### config.mk
export PLATFORM = sky130hd
export DESIGN_NAME = vreg_element_locator
export DESIGN_NICKNAME = d
export VERILOG_FILES = /design/src/source/vreg_pkg.sv /design/src/source/vreg_element_locator.sv
export SDC_FILE = /design/constraint.sdc
export NUM_CORES = 1
export LEC_CHECK = 0
export BUFFER_PORTS_ARGS = -buffer_cell sky130_fd_sc_hd__buf_4
export CAP_MARGIN = 20
export CORE_MARGIN = 1.5
export CORE_UTILIZATION = 50
export DETAILED_ROUTE_END_ITERATION = 7
export PLACE_DENSITY = 0.92
export SYNTH_ARGS = -nofsm -noshare
export SYNTH_HDL_FRONTEND = slang
export SYNTH_SLANG_ARGS = --single-unit
### constraint.sdc
create_clock -name vclk -period 5.4
set_clock_uncertainty 0.15 [all_clocks]
set_input_delay 1.08 -clock vclk [all_inputs]
set_output_delay 1.08 -clock vclk [all_outputs]
set_load 0.1 [all_outputs]
### src/source/vreg_pkg.sv
// --------------------------------------------------
// vector register file widths and types, VLEN 128
// element widths 8/16/32 only, fourth code reserved
// --------------------------------------------------
package vreg_pkg;

  // register array shape
  localparam int NUM_VREGS  = 32;
  localparam int REG_IDX_W  = $clog2(NUM_VREGS);
  localparam int VREG_BYTES = 16;
  localparam int BYTE_POS_W = $clog2(VREG_BYTES);

  // element addressing, vl runs 0 to 128
  localparam int OFFSET_W = 7;
  localparam int VL_W     = 8;

  // two lanes per access, each up to 32 bits
  localparam int LANES  = 2;
  localparam int ELEM_W = 32;

  typedef enum logic [1:0] {
    SEW8     = 2'b00,
    SEW16    = 2'b01,
    SEW32    = 2'b10,
    SEW_RSVD = 2'b11
  } sew_t;

  // one register as bytes, byte 0 in the low bits
  typedef logic [VREG_BYTES-1:0][7:0] vreg_t;

  typedef vreg_t [NUM_VREGS-1:0] vreg_array_t;

  // lane 0 is the element at the offset, lane 1 the next one
  typedef logic [LANES-1:0][ELEM_W-1:0] lane_data_t;

endpackage
### src/source/vreg_element_locator.sv
// --------------------------------------------------
// groups span at most 8 registers, index wraps at 32
// reserved width gives index and position zero
// --------------------------------------------------
`timescale 1ns/10ps

module vreg_element_locator (
  input  vreg_pkg::sew_t                                     sew,
  input  logic [vreg_pkg::REG_IDX_W-1:0]                     base,
  input  logic [vreg_pkg::OFFSET_W-1:0]                      offset,
  output logic [vreg_pkg::LANES-1:0][vreg_pkg::REG_IDX_W-1:0]  reg_idx,
  output logic [vreg_pkg::LANES-1:0][vreg_pkg::BYTE_POS_W-1:0] byte_pos,
  output logic [vreg_pkg::LANES-1:0][vreg_pkg::OFFSET_W-1:0]   lane_offset
);
  import vreg_pkg::*;

  // lane 1 element number wraps at 7 bits
  assign lane_offset[0] = offset;
  assign lane_offset[1] = offset + 1'b1;

  // quotient keeps 3 bits, so a lane steps at most 7 registers past base
  always_comb begin
    for (int k = 0; k < LANES; k++) begin
      case (sew)
        SEW32: begin
          reg_idx[k]  = base + {2'b00, lane_offset[k][4:2]};
          byte_pos[k] = {lane_offset[k][1:0], 2'b00};
        end
        SEW16: begin
          reg_idx[k]  = base + {2'b00, lane_offset[k][5:3]};
          byte_pos[k] = {lane_offset[k][2:0], 1'b0};
        end
        SEW8: begin
          reg_idx[k]  = base + {2'b00, lane_offset[k][6:4]};
          byte_pos[k] = lane_offset[k][3:0];
        end
        default: begin
          reg_idx[k]  = '0;
          byte_pos[k] = '0;
        end
      endcase
    end
  end

endmodule

-- Word-level counts from Yosys, hierarchy flattened
Cells that the tools add are included.
- input port bits: 14
- output and inout port bits: 32
- register bits: 0
- logic and storage cells: 14
- equality and inequality tests: 2
- add/subtract/negate cells: 7
- muxes and demuxes: 4
- reduce and logical (&&, ||, !) cells: 1
- operator list (kind ; number):
    5-bit by 3-bit adder with 5-bit output ; 6
    5-bit case mux with 3 select lines ; 2
    4-bit case mux with 3 select lines ; 2
    7-bit by 1-bit adder with 7-bit output, second input constant ; 1
    2-bit by 1-bit == test with 1-bit output, second input constant ; 1
    2-bit == test, second input constant ; 1
    2-bit zero test ; 1

-- Longest topological paths before layout
- word-level depth: 3
- mapped depth: 11
- depth with buffers taken out: 11

-- Worst setup path before layout
Ideal clock, no wire load.
- path kind: input to output
- from: input port offset[2] (netlist name)
- to: output port reg_idx[7] (netlist name)
- stages: 8
- slack: -1018 ps
- data required time: 4170 ps
- path buffers: 1
- arrival: 5188 ps
- cell sequence: buf_4 nand2_1 nor2_1 xor2_2 o31ai_1 fa_1 nor2b_1 nor3_1
- RTL lines (item ; line ; text):
    start: declaration ; vreg_element_locator.sv:10 ; input logic [vreg_pkg::OFFSET_W-1:0] offset,
    end: declaration ; vreg_element_locator.sv:11 ; output logic [vreg_pkg::LANES-1:0][vreg_pkg::REG_IDX_W-1:0] reg_idx,

==> impl_metrics.ini <==
[die]
dieArea_um2 = 1740
die_height_um = 41.8
start_util_pct = 55.6
coreArea_um2 = 1350
fp.dieW_um = 41.8
num_rows = 13
io_pins = 46

[grt]
grt_pass1_vias = 763
grt_pass1_wl_um = 3500
antenna_found_initial = 0
grt_usage_pct = 23.9
grt_max_degree = 25
overflow = 0

[timing]
fmax_mhz = 206
setup-tns-final_ns = 0
slew_violations = 0
finalWorstSetupSlack_ns = 0.552
tightest_slew_ns = 0.431
layout_min_cycle_time_ns = 4.85
setup_violations = 0
max-slew-margin-rel_pct = 71.2
whs_ns = 2.37
fin_crit_sh_pct = 89.8
rsz0062_at_grt = false
hold_viol = 0

[clock_network]
postCtsHoldBufs = 0
ctsResizeCount = 0
post-cts-setup-buffer-count = 0

[critical_path]
crit_path_start_kind = input port
cp_max_fo = 8
required_ns = 4.17
cp.arrival_ns = 3.62
cp-endpoint = reg_idx[9]
setup.worst_path.start = offset[0]
cp-end-kind = output pin
critPathKind = in -> out

[power]
seqPwrFrac_pct = 0
p_leak_nw = 0.553
clkPwrFrac_pct = 0
power_frac_comb_pct = 100.0
ir_worst_vdd_mv = 0.227
p_switching_w = 0.000230
power.internal_w = 0.0000644
swShare_pct = 78.1
powerDensity_nw_per_um2 = 281

[logic_synthesis]
synth_fp_nets = 132
synth.distinct_cells = 31
ys_warn_count = 0
yosysSeqAreaShare_pct = 0
synthCells = 108
syn_area_per_cell_um2 = 6.95
synth_area_um2 = 751

[layout]
fin_nets = 167
layout_common_cells = buf_4 (46), inv_1 (10), nor2_1 (9)
fill_cells = 94
clock_buffers = 0
mostFrequentLayoutCell = buf_4
utilization_pct = 77.7
area_growth_pct = 39.7
drive_gt1_share_pct = 38.3
seq_cell_count = 0
n_antenna_cell = 0
multi_input_comb_area_um2 = 647
regArea_um2 = 0

[routing]
wl_met3_um = 91
finalWirelength_um = 2090
top_layer = met4
first_pass_iters = 4
ant_nets = 0
wl_per_cell_um = 13.4
drc = 0
vias = 859
wl_met2_um = 1070
via_per_inst = 5.51
met1_length_um = 900
drtIter0Drc = 18

[place]
dp_hpwl_um = 1720
dp_slack_ns = 0.586
place.gp.congestion = 0.837
port_buffers = 46

[worst_hold_path]
hp-class = in -> out

[run]
drv_cap = 0

[outcome]
status = finished clean
worst max-delay path, cell delays in order:
cell      delay [ns]
buf_4           0.14
ha_1            0.23
xnor2_1         0.19
a222oi_1        0.42
ha_1            0.23
inv_1           0.05
fa_1            0.37
nor2b_1         0.20
o21ai_0         0.13
xor2_1          0.16
nor2_2          0.09
buf_4           0.29
synthesized netlist by cell type (3+ instances only):
cell      n  share of area [%]
nor2_1   11                5.5
inv_1    10                5.0
buf_4     8                8.0
ha_1      8                 13
mux2i_1   7                9.3
nand2_1   7                3.5
o21ai_0   7                4.7
nor2b_1   6                5.0
xor2_1    6                7.0
a21oi_1   5                3.3
nor3_1    4                2.7
buf_2     3                2.0
o22ai_1   3                2.5
area by class of cell:
| cell class | instances | area share (%) |
|---|---|---|
| multi-input combinational | 85 | 61.7 |
| inverter | 10 | 3.58 |
| tap | 15 | 1.79 |
| timing repair buffer | 46 | 32.9 |
metal layers:
layer,GRT usage (%),vias up
met5,0,-
li1,-,422
met3,0.435,2
met4,3.23,0
met2,40.0,28
met1,34.7,407
worst min-delay path by stage:
stage	slack (ns)	from	depth (start not counted)	end
6_report	2.37	offset[6]	2	lane_offset[6]
3_3_place_gp	2.37	offset[6]	2	lane_offset[6]
4_1_cts	2.37	offset[6]	2	lane_offset[6]
5_1_grt	2.38	offset[1]	2	lane_offset[1]
3_5_place_dp	2.37	offset[6]	2	lane_offset[6]
2_1_floorplan	2.22	offset[0]	1	lane_offset[0]
logic make-up (layout without fill, tap and decap cells):
| family | count (synthesis) | in the layout | share of synthesized area, % |
|---|---|---|---|
| mux | 7 | 7 | 9.33 |
| buf+inv | 23 | 56 | 17.3 |
| fa+ha+maj | 10 | 10 | 18.7 |
| xor+xnor | 9 | 9 | 11.5 |
| compound gates | 22 | 22 | 18.2 |
| simple gates | 37 | 37 | 25.0 |
power groups by stage:
stage                     logic, W  registers, W  clock network [W]
final                     0.000294             0                  0
after global routing      0.000307             0                  0
after CTS                 0.000295             0                  0
after detailed placement  0.000294             0                  0
after global placement    0.000290             0                  0
after floorplan           0.000240             0                  0
stage by stage:
stage                     cell area [µm²]  cells  total power [W]
final                                1050    156         0.000294
after global routing                 1050    156         0.000307
after CTS                            1050    156         0.000295
after detailed placement             1050    156         0.000294
after global placement               1050    156         0.000290
after floorplan                       777    108         0.000240
(Power assumes the default switching activity.)
